[config.mk]
export PLATFORM = sky130hd
export DESIGN_NAME = engine_csr_index
export DESIGN_NICKNAME = d
export VERILOG_FILES = /design/src/verilog/csr_index_pkg.sv /design/src/verilog/engine_csr_index.sv /design/src/verilog/csr_index_generator.sv /design/src/verilog/csr_index_configure.sv /design/src/verilog/packet_fifo.sv
export VERILOG_INCLUDE_DIRS = /design/src /design/src/verilog
export SDC_FILE = /design/constraint.sdc
export NUM_CORES = 2
export LEC_CHECK = 0
export BUFFER_PORTS_ARGS = -buffer_cell sky130_fd_sc_hd__buf_2
export CORE_ASPECT_RATIO = 1.1
export CORE_MARGIN = 3
export CORE_UTILIZATION = 30
export CTS_BUF_LIST = sky130_fd_sc_hd__clkbuf_8
export DETAILED_ROUTE_END_ITERATION = 8
export HOLD_SLACK_MARGIN = 0.06
export MAX_ROUTING_LAYER = met4
export PLACE_DENSITY = 0.49
export SETUP_SLACK_MARGIN = 0.1
export SYNTH_ARGS = -nofsm -noshare
export SYNTH_HDL_FRONTEND = slang
export SYNTH_SLANG_ARGS = --single-unit
[constraint.sdc]
create_clock -name ap_clk -period 10.2 [get_ports ap_clk]
set_clock_uncertainty 0.05 [all_clocks]
set_input_delay 0 -clock ap_clk [delete_from_list [all_inputs] [get_ports ap_clk]]
set_output_delay 0 -clock ap_clk [all_outputs]
set_load 0.02 [all_outputs]
[src/verilog/csr_index_defs.svh]
/*
 * Sizes and constants of the CSR index engine.
 * Included by the package and by every module that sizes a port,
 * a counter or an address step from these values.
 */
`ifndef CSR_INDEX_DEFS_SVH
`define CSR_INDEX_DEFS_SVH

// ------------------------------
// Memory word layout
// ------------------------------
`define MEM_PAYLOAD_W 64
`define ADDR_W 32
`define INDEX_W 28
`define CMD_W 4
`define CFG_ID_W 4
`define CFG_VALUE_W 32

// Byte distance between two CSR index entries
`define CSR_INDEX_BYTES 4

// ------------------------------
// FIFO defaults
// ------------------------------
`define FIFO_DEPTH 16
`define FIFO_PROG_THRESH 8

// Writes are refused this long after reset
`define FIFO_RESET_BUSY_CYCLES 4

`endif
[src/verilog/csr_index_pkg.sv]
/*
 * Types shared by the CSR index engine: request command, configuration
 * word id, the 64-bit memory word with its request and config views,
 * and the captured run configuration.
 */
`default_nettype none

`include "csr_index_defs.svh"

package csr_index_pkg;

    typedef enum logic [`CMD_W-1:0] {
        CMD_NONE = 0,
        CMD_READ = 1
    } mem_cmd_e;

    // Id 0 carries no configuration and is dropped
    typedef enum logic [`CFG_ID_W-1:0] {
        CFG_NONE        = 0,
        CFG_BASE_ADDR   = 1,
        CFG_FIRST_INDEX = 2,
        CFG_INDEX_COUNT = 3
    } cfg_id_e;

    // ------------------------------
    // Memory word views
    // ------------------------------
    typedef struct packed {
        mem_cmd_e            cmd;
        logic [`INDEX_W-1:0] index;
        logic [`ADDR_W-1:0]  address;
    } mem_request_t;

    typedef struct packed {
        cfg_id_e                                          cfg_id;
        logic [`MEM_PAYLOAD_W-`CFG_ID_W-`CFG_VALUE_W-1:0] reserved;
        logic [`CFG_VALUE_W-1:0]                          cfg_value;
    } mem_config_t;

    // Same word, decoded as request on the way out and as config on the way in
    typedef union packed {
        mem_request_t req;
        mem_config_t  cfg;
    } mem_payload_u;

    typedef struct packed {
        logic [`ADDR_W-1:0]      base_addr;
        logic [`INDEX_W-1:0]     first_index;
        logic [`CFG_VALUE_W-1:0] index_count;
    } csr_index_config_t;

endpackage

`default_nettype wire

[src/verilog/engine_csr_index.sv]
/*
 * CSR index engine top. Registers all ports, buffers memory responses
 * and outgoing read requests in FIFOs, and connects the configure block
 * to the request generator. done_out marks a fully issued, drained run.
 */
`timescale 1ns/1ps
`default_nettype none

`include "csr_index_defs.svh"

module engine_csr_index
    import csr_index_pkg::*;
(
    input  logic         ap_clk,
    input  logic         areset_csr_engine,
    input  logic         response_memory_in_valid,
    input  mem_payload_u response_memory_in_payload,
    output logic         response_memory_in_prog_full,
    input  logic         request_memory_out_rd_en,
    output logic         request_memory_out_valid,
    output mem_payload_u request_memory_out_payload,
    output logic         request_memory_out_empty,
    output logic         fifo_setup_signal,
    output logic         done_out
);

    logic areset_fifo;

    // Port registers
    logic         response_in_valid_reg;
    mem_payload_u response_in_payload_reg;
    logic         request_out_rd_en_reg;

    // Response FIFO
    logic         rsp_fifo_rd_en;
    mem_payload_u rsp_fifo_dout;
    logic         rsp_fifo_valid;
    logic         rsp_fifo_empty;
    logic         rsp_fifo_prog_full;
    logic         rsp_fifo_reset_busy;

    // Request FIFO
    logic         req_fifo_rd_en;
    mem_payload_u req_fifo_dout;
    logic         req_fifo_valid;
    logic         req_fifo_empty;
    logic         req_fifo_prog_full;
    logic         req_fifo_reset_busy;

    // Configure to generator
    csr_index_config_t run_config;
    logic              config_valid;
    logic              gen_req_valid;
    mem_payload_u      gen_req_payload;
    logic              run_finished;

    // FIFOs see reset one cycle late, which stretches the setup window
    always_ff @(posedge ap_clk) begin
        areset_fifo <= areset_csr_engine;
    end

    // ------------------------------
    // Input registers
    // ------------------------------
    always_ff @(posedge ap_clk) begin
        if (areset_csr_engine) begin
            response_in_valid_reg <= 1'b0;
            request_out_rd_en_reg <= 1'b0;
        end else begin
            response_in_valid_reg <= response_memory_in_valid;
            request_out_rd_en_reg <= request_memory_out_rd_en;
        end
    end

    always_ff @(posedge ap_clk) begin
        response_in_payload_reg <= response_memory_in_payload;
    end

    // ------------------------------
    // Output registers
    // ------------------------------
    always_ff @(posedge ap_clk) begin
        if (areset_csr_engine) begin
            fifo_setup_signal            <= 1'b1;
            response_memory_in_prog_full <= 1'b1;
            request_memory_out_valid     <= 1'b0;
            request_memory_out_empty     <= 1'b1;
            done_out                     <= 1'b0;
        end else begin
            fifo_setup_signal            <= rsp_fifo_reset_busy | req_fifo_reset_busy;
            // Producer also holds off while the FIFO still refuses writes
            response_memory_in_prog_full <= rsp_fifo_prog_full | rsp_fifo_reset_busy;
            request_memory_out_valid     <= req_fifo_valid;
            request_memory_out_empty     <= req_fifo_empty;
            done_out                     <= !config_valid && run_finished && req_fifo_empty;
        end
    end

    always_ff @(posedge ap_clk) begin
        request_memory_out_payload <= req_fifo_dout;
    end

    // ------------------------------
    // Response FIFO
    // ------------------------------
    // Configure block never stalls
    assign rsp_fifo_rd_en = !rsp_fifo_empty;

    packet_fifo #(
        .DEPTH      (`FIFO_DEPTH),
        .WIDTH      (`MEM_PAYLOAD_W),
        .PROG_THRESH(`FIFO_PROG_THRESH)
    ) i_response_fifo (
        .ap_clk           (ap_clk),
        .areset_csr_engine(areset_fifo),
        .wr_en            (response_in_valid_reg),
        .din              (response_in_payload_reg),
        .rd_en            (rsp_fifo_rd_en),
        .dout             (rsp_fifo_dout),
        .valid            (rsp_fifo_valid),
        .full             (),
        .empty            (rsp_fifo_empty),
        .prog_full        (rsp_fifo_prog_full),
        .reset_busy       (rsp_fifo_reset_busy)
    );

    csr_index_configure i_csr_index_configure (
        .ap_clk           (ap_clk),
        .areset_csr_engine(areset_csr_engine),
        .response_valid   (rsp_fifo_valid),
        .response_payload (rsp_fifo_dout),
        .config_out       (run_config),
        .config_valid     (config_valid)
    );

    csr_index_generator i_csr_index_generator (
        .ap_clk           (ap_clk),
        .areset_csr_engine(areset_csr_engine),
        .config_valid     (config_valid),
        .config_in        (run_config),
        .fifo_prog_full   (req_fifo_prog_full),
        .req_valid        (gen_req_valid),
        .req_payload      (gen_req_payload),
        .run_finished     (run_finished)
    );

    // ------------------------------
    // Request FIFO
    // ------------------------------
    assign req_fifo_rd_en = request_out_rd_en_reg && !req_fifo_empty;

    packet_fifo #(
        .DEPTH      (`FIFO_DEPTH),
        .WIDTH      (`MEM_PAYLOAD_W),
        .PROG_THRESH(`FIFO_PROG_THRESH)
    ) i_request_fifo (
        .ap_clk           (ap_clk),
        .areset_csr_engine(areset_fifo),
        .wr_en            (gen_req_valid),
        .din              (gen_req_payload),
        .rd_en            (req_fifo_rd_en),
        .dout             (req_fifo_dout),
        .valid            (req_fifo_valid),
        .full             (),
        .empty            (req_fifo_empty),
        .prog_full        (req_fifo_prog_full),
        .reset_busy       (req_fifo_reset_busy)
    );

endmodule

`default_nettype wire

[src/verilog/csr_index_generator.sv]
/*
 * Walks the configured CSR index range and writes one read request per
 * cycle into the request FIFO, pausing while that FIFO is programmably
 * full. run_finished holds high from the end of a run until the next start.
 */
`timescale 1ns/1ps
`default_nettype none

`include "csr_index_defs.svh"

module csr_index_generator
    import csr_index_pkg::*;
(
    input  logic              ap_clk,
    input  logic              areset_csr_engine,
    input  logic              config_valid,
    input  csr_index_config_t config_in,
    input  logic              fifo_prog_full,
    output logic              req_valid,
    output mem_payload_u      req_payload,
    output logic              run_finished
);

    localparam int ADDR_W = `ADDR_W;
    localparam int CNT_W  = `CFG_VALUE_W;

    localparam logic [ADDR_W-1:0] ADDR_STEP = ADDR_W'(`CSR_INDEX_BYTES);

    // Idle when low, issuing when high
    logic                running;
    logic [`INDEX_W-1:0] cur_index;
    logic [ADDR_W-1:0]   cur_addr;
    logic [CNT_W-1:0]    remaining;
    logic [ADDR_W-1:0]   start_addr;
    logic                start;

    assign start = config_valid && !running;

    assign start_addr = config_in.base_addr
                      + ({{(ADDR_W - `INDEX_W){1'b0}}, config_in.first_index} * ADDR_STEP);

    // ------------------------------
    // Request out
    // ------------------------------
    assign req_valid = running && !fifo_prog_full;

    always_comb begin
        req_payload.req.cmd     = CMD_READ;
        req_payload.req.index   = cur_index;
        req_payload.req.address = cur_addr;
    end

    // ------------------------------
    // Run control
    // ------------------------------
    always_ff @(posedge ap_clk) begin
        if (areset_csr_engine) begin
            running      <= 1'b0;
            run_finished <= 1'b0;
        end else if (start) begin
            // Empty range finishes at once
            running      <= (config_in.index_count != '0);
            run_finished <= (config_in.index_count == '0);
        end else if (req_valid && remaining == CNT_W'(1)) begin
            running      <= 1'b0;
            run_finished <= 1'b1;
        end
    end

    // Walk state
    always_ff @(posedge ap_clk) begin
        if (start) begin
            cur_index <= config_in.first_index;
            cur_addr  <= start_addr;
            remaining <= config_in.index_count;
        end else if (req_valid) begin
            cur_index <= cur_index + 1'b1;
            cur_addr  <= cur_addr + ADDR_STEP;
            remaining <= remaining - 1'b1;
        end
    end

    // The request FIFO relies on this to stay below full
    assert property (@(posedge ap_clk) disable iff (areset_csr_engine)
        !(req_valid && fifo_prog_full))
        else $error("request issued while FIFO is programmably full");

endmodule

`default_nettype wire

[src/verilog/csr_index_configure.sv]
/*
 * Collects base address, first index and index count from config words
 * on the memory response stream. Words may come in any order; once all
 * three are seen, config_valid pulses for one cycle with the values.
 */
`timescale 1ns/1ps
`default_nettype none

`include "csr_index_defs.svh"

module csr_index_configure
    import csr_index_pkg::*;
(
    input  logic              ap_clk,
    input  logic              areset_csr_engine,
    input  logic              response_valid,
    input  mem_payload_u      response_payload,
    output csr_index_config_t config_out,
    output logic              config_valid
);

    // Bit 0 base, bit 1 first index, bit 2 count
    logic [2:0]              seen_mask;
    logic [2:0]              mask_next;
    logic [`ADDR_W-1:0]      base_q;
    logic [`ADDR_W-1:0]      base_next;
    logic [`INDEX_W-1:0]     first_q;
    logic [`INDEX_W-1:0]     first_next;
    logic [`CFG_VALUE_W-1:0] count_q;
    logic [`CFG_VALUE_W-1:0] count_next;

    // ------------------------------
    // Decode the incoming word
    // ------------------------------
    always_comb begin
        mask_next  = seen_mask;
        base_next  = base_q;
        first_next = first_q;
        count_next = count_q;
        if (response_valid) begin
            case (response_payload.cfg.cfg_id)
                CFG_BASE_ADDR: begin
                    mask_next[0] = 1'b1;
                    base_next    = response_payload.cfg.cfg_value[`ADDR_W-1:0];
                end
                CFG_FIRST_INDEX: begin
                    mask_next[1] = 1'b1;
                    first_next   = response_payload.cfg.cfg_value[`INDEX_W-1:0];
                end
                CFG_INDEX_COUNT: begin
                    mask_next[2] = 1'b1;
                    count_next   = response_payload.cfg.cfg_value;
                end
                default: begin
                end
            endcase
        end
    end

    // Seen mask and pulse
    always_ff @(posedge ap_clk) begin
        if (areset_csr_engine) begin
            seen_mask    <= '0;
            config_valid <= 1'b0;
        end else if (&mask_next) begin
            seen_mask    <= '0;
            config_valid <= 1'b1;
        end else begin
            seen_mask    <= mask_next;
            config_valid <= 1'b0;
        end
    end

    // Captured values; a repeated id simply overwrites
    always_ff @(posedge ap_clk) begin
        base_q  <= base_next;
        first_q <= first_next;
        count_q <= count_next;
        if (&mask_next) begin
            config_out.base_addr   <= base_next;
            config_out.first_index <= first_next;
            config_out.index_count <= count_next;
        end
    end

    // A full set needs three words, so two pulses in a row mean lost state
    assert property (@(posedge ap_clk) disable iff (areset_csr_engine)
        config_valid |=> !config_valid)
        else $error("config_valid high on two consecutive cycles");

endmodule

`default_nettype wire

[src/verilog/packet_fifo.sv]
/*
 * Synchronous FIFO with one-cycle read latency and a valid strobe.
 * prog_full flags occupancy at or above PROG_THRESH. After reset the
 * FIFO stays busy for a few cycles and drops writes meanwhile.
 */
`timescale 1ns/1ps
`default_nettype none

`include "csr_index_defs.svh"

module packet_fifo #(
    parameter int DEPTH       = `FIFO_DEPTH,
    parameter int WIDTH       = `MEM_PAYLOAD_W,
    parameter int PROG_THRESH = `FIFO_PROG_THRESH
) (
    input  logic             ap_clk,
    input  logic             areset_csr_engine,
    input  logic             wr_en,
    input  logic [WIDTH-1:0] din,
    input  logic             rd_en,
    output logic [WIDTH-1:0] dout,
    output logic             valid,
    output logic             full,
    output logic             empty,
    output logic             prog_full,
    output logic             reset_busy
);

    localparam int PTR_W  = (DEPTH > 1) ? $clog2(DEPTH) : 1;
    localparam int CNT_W  = $clog2(DEPTH + 1);
    localparam int BUSY_W = $clog2(`FIFO_RESET_BUSY_CYCLES + 1);

    logic [WIDTH-1:0]  mem [DEPTH];
    logic [PTR_W-1:0]  wr_ptr;
    logic [PTR_W-1:0]  rd_ptr;
    logic [CNT_W-1:0]  count;
    logic [BUSY_W-1:0] busy_cnt;
    logic              do_write;
    logic              do_read;

    assign do_write = wr_en && !full && !reset_busy;
    assign do_read  = rd_en && !empty;

    assign full       = (count == CNT_W'(DEPTH));
    assign empty      = (count == '0);
    assign prog_full  = (count >= CNT_W'(PROG_THRESH));
    assign reset_busy = (busy_cnt != '0);

    // ------------------------------
    // Pointers and occupancy
    // ------------------------------
    always_ff @(posedge ap_clk) begin
        if (areset_csr_engine) begin
            wr_ptr   <= '0;
            rd_ptr   <= '0;
            count    <= '0;
            valid    <= 1'b0;
            busy_cnt <= BUSY_W'(`FIFO_RESET_BUSY_CYCLES);
        end else begin
            if (busy_cnt != '0) begin
                busy_cnt <= busy_cnt - 1'b1;
            end
            if (do_write) begin
                wr_ptr <= (wr_ptr == PTR_W'(DEPTH - 1)) ? '0 : wr_ptr + 1'b1;
            end
            if (do_read) begin
                rd_ptr <= (rd_ptr == PTR_W'(DEPTH - 1)) ? '0 : rd_ptr + 1'b1;
            end
            count <= count + CNT_W'(do_write) - CNT_W'(do_read);
            valid <= do_read;
        end
    end

    // Storage and read port
    always_ff @(posedge ap_clk) begin
        if (do_write) begin
            mem[wr_ptr] <= din;
        end
        if (do_read) begin
            dout <= mem[rd_ptr];
        end
    end

    // Upstream must respect full, downstream must respect empty
    assert property (@(posedge ap_clk) disable iff (areset_csr_engine) !(wr_en && full))
        else $error("write into a full FIFO");
    assert property (@(posedge ap_clk) disable iff (areset_csr_engine) !(rd_en && empty))
        else $error("read from an empty FIFO");

endmodule

`default_nettype wire

==> run summary <==
Top reg by flops -> i_request_fifo.mem
Core Footprint -> 255000 sq um
Req. time, crit path -> 10.78 ns
Port buffer count -> 104
Clock tree buffer depth -> 4
VDD IR max -> 0.155 mV
Hold WS -> 0.202 ns
Internal -> 14.3 mW
Clock transition at path regs -> 0.06 ns
Area leader, netlist -> edfxtp_1
DRT iter0 DRCs -> 2784
Post-synth ARST share -> 0%
Largest net degree at the start of global routing -> 117
Post-Layout Cell Count -> 7866
Library cells used by synthesis -> 64
Sequential area share after synthesis -> 76.7%
Yosys warning total -> 0
Final Util -> 35.2%
Crit path kind -> reg2reg
Final min period -> 4.17 ns
Synth top area cells -> edfxtp_1, mux4_2, dfxtp_1
Full die area -> 264000 sq um
Startpoint type of the worst setup path -> register
Vias -> 36700
# clock sinks -> 2052
Flop pwr share -> 52.7%
Total negative slack -> 0 ns
Layout cell share with drive strength beyond 1 -> 27.5%
Number of synthesized register bits -> 2052
Mapped cell area -> 77300 sq um
CTS resizes -> 0
CTS Root Buffer Type -> clkbuf_8
Worst Tran Pin Value -> 1.06 ns
Slew HR -> 29.4%
Top Ports -> 137
Worst path arrival time -> 4.75 ns
Commonest non-fill, non-tap cells in the layout -> edfxtp_1, mux4_2, clkbuf_8
Final WL -> 182000 microns
Nets@finish -> 4287
Mapped Cells -> 3690
Drt drc -> 0
Clock power frac -> 36.9%
GRT overflow -> 0
Initial core utilization -> 30.3%
Mean Syn Cell Area -> 20.9 sq um
Largest regs -> i_request_fifo.mem: 960 flops, i_response_fifo.mem: 576 flops, i_csr_index_configure.config_out: 92 flops
Max FO, Critical Path -> 30
NetSw -> 4.39 mW
RSZ-0062 raised after global routing -> no
Initial antenna violation count -> 5
Clock Latency Late Sink -> 1.02 ns
Global-route wire length before repair -> 267000 microns
Final Hold Viols -> 0
FP Rows -> 194
Fmax -> 240 MHz
Final RePlAce weighted congestion -> 0.749
Vias per cell -> 4.67
Routed Antenna Nets -> 0
Setup bufs post-CTS -> 0
CTS tree -> yes
Area grow syn2layout -> 16.1%
Post-synth EDFFs -> 1816
CP endpoint kind -> register
Die Y -> 538 microns
Final Max Tran Viols -> 0
Number of global-route vias before repair -> 39186
First-pass DRT Iterations -> 7
Synth top area share -> 70.6%
Leading cell type in the layout, fill and taps excluded -> edfxtp_1
Cells after DPL -> 7117
Wire per inst -> 23.1 microns
H-tree depth -> 5
Hold Crit Class -> in2reg
Total power draw -> 18.7 mW
# fillers -> 23872
Largest register FFs -> 960
Power Density -> 208 nW/um^2
GRT Total Usage -> 14.0%
Switching share of power -> 23.5%
Final period utilization -> 40.9%
Synth Flop Type -> edfxtp_1
Max Cap Viol -> 0
Comb power frac -> 10.4%
Pleak -> 28.5 nW
Die width -> 490 microns
Number of CTS-inserted buffers -> 364
Final HPWL DP -> 93700 microns
Final setup violation count -> 0
Status -> completed
## final cells by class
class	instances	area, sq um	share of cell area, %
Clock inverter	237	1020	1.14
Clock buffer	404	5560	6.20
Multi-Input combinational cell	1433	17400	19.4
Sequential cell	2052	59300	66.1
Timing Repair Buffer	260	1990	2.22
Tap cell	3430	4290	4.78
Inverter	43	166	0.185
Antenna cell	7	17.5	0.0195
## critical path, stage by stage, from the launching register on
cell and delay [ns]:
dfxtp_1 0.31, inv_1 0.10, ha_1 0.15, nand2_1 0.05
a31o_2 0.27, a311oi_2 0.70, nand2_1 0.43, nor2_4 0.46
buf_4 0.62, buf_4 0.57
## metal layers
| metal | GRT usage (%) | share of wire (%) | wire (microns) | up-vias |
|---|---|---|---|---|
| li1 | - | - | - | 16056 |
| met1 | 17.6 | 43 | 78500 | 19521 |
| met2 | 23.4 | 51 | 92300 | 791 |
| met3 | 2.24 | 3.9 | 7040 | 332 |
| met4 | 4.21 | 2.3 | 4120 | 0 |
| met5 | - | 0 | 0 | - |
## stage by stage
step / cell area [sq um] / setup WS, ns
finish: 89700 / 6.03
global route: 89700 / 5.76
CTS: 89700 / 5.82
detailed placement: 82100 / 5.84
global placement: 82100 / 5.89
floorplan: 77300 / 3.94
## kinds of logic (layout without fill, tap and decap cells)
family | Yosys count | in the layout | share of synthesized area, %
AO/OA/AOI/OAI | 235 | 235 | 1.80
adder cells (fa/ha/maj) | 65 | 65 | 1.08
other | 2 | 11 | 0.00972
flip-flops | 2052 | 2052 | 76.7
XOR/XNOR | 111 | 111 | 1.26
multiplexers | 576 | 576 | 15.4
buffers and inverters | 207 | 944 | 1.04
AND/OR/NAND/NOR | 442 | 442 | 2.76
## timing repair
action                                  in CTS  in global routing
hold buffers                               101                  0
endpoints found under the hold margin       50                  0
endpoints found under the setup margin       0                  0
## synthesized netlist by cell type (3+ instances only)
cell type / n
edfxtp_1: 1816
xor2_1: 55
a21o_1: 14
o21ai_1: 5
a211oi_1: 9
nand2b_1: 8
ha_1: 62
mux2_2: 93
buf_2: 3
nor4_1: 15
nand3b_1: 6
o21bai_1: 5
or2_2: 6
nor3_1: 23
clkbuf_1: 124
o31ai_1: 4
and4_1: 4
or3_1: 8
a21oi_1: 58
nor2b_1: 11
and2_1: 26
inv_1: 42
a2111oi_0: 4
a31oi_1: 15
or4_1: 3
nand3_1: 38
fa_1: 3
nor2_1: 100
mux4_2: 480
xnor2_1: 56
o21a_1: 5
and3_1: 16
nand2_1: 147
dfxtp_1: 236
o21ai_0: 93
mux2i_1: 3
o211ai_1: 4
nand4_1: 20
buf_4: 4
a311oi_1: 5
buf_1: 32
## path summary, 6_finish.rpt
kind | startpoint | end | slack [ns] | cells after the start
worst max register to register | i_request_fifo.count[3] | i_request_fifo.mem[11][8] | 6.03 | 9
worst min-delay path | response_memory_in_payload[11] | response_in_payload_reg[11] | 0.20 | 3
worst max-delay path | i_request_fifo.count[3] | i_request_fifo.mem[11][8] | 6.03 | 9
worst min register to register | i_request_fifo.dout[3] | request_memory_out_payload[3] | 0.26 | 0
## power by group through the flow
stage	registers [mW]	logic (mW)	clock network (mW)
2_1_floorplan	9.88	1.51	0
3_5_place_dp	10.0	1.97	0
6_report	9.84	1.95	6.89
5_1_grt	9.88	2.13	7.54
3_3_place_gp	10.0	1.96	0
4_1_cts	9.85	2.01	7.15
No activity file was read; power rests on OpenSTA's default activity.
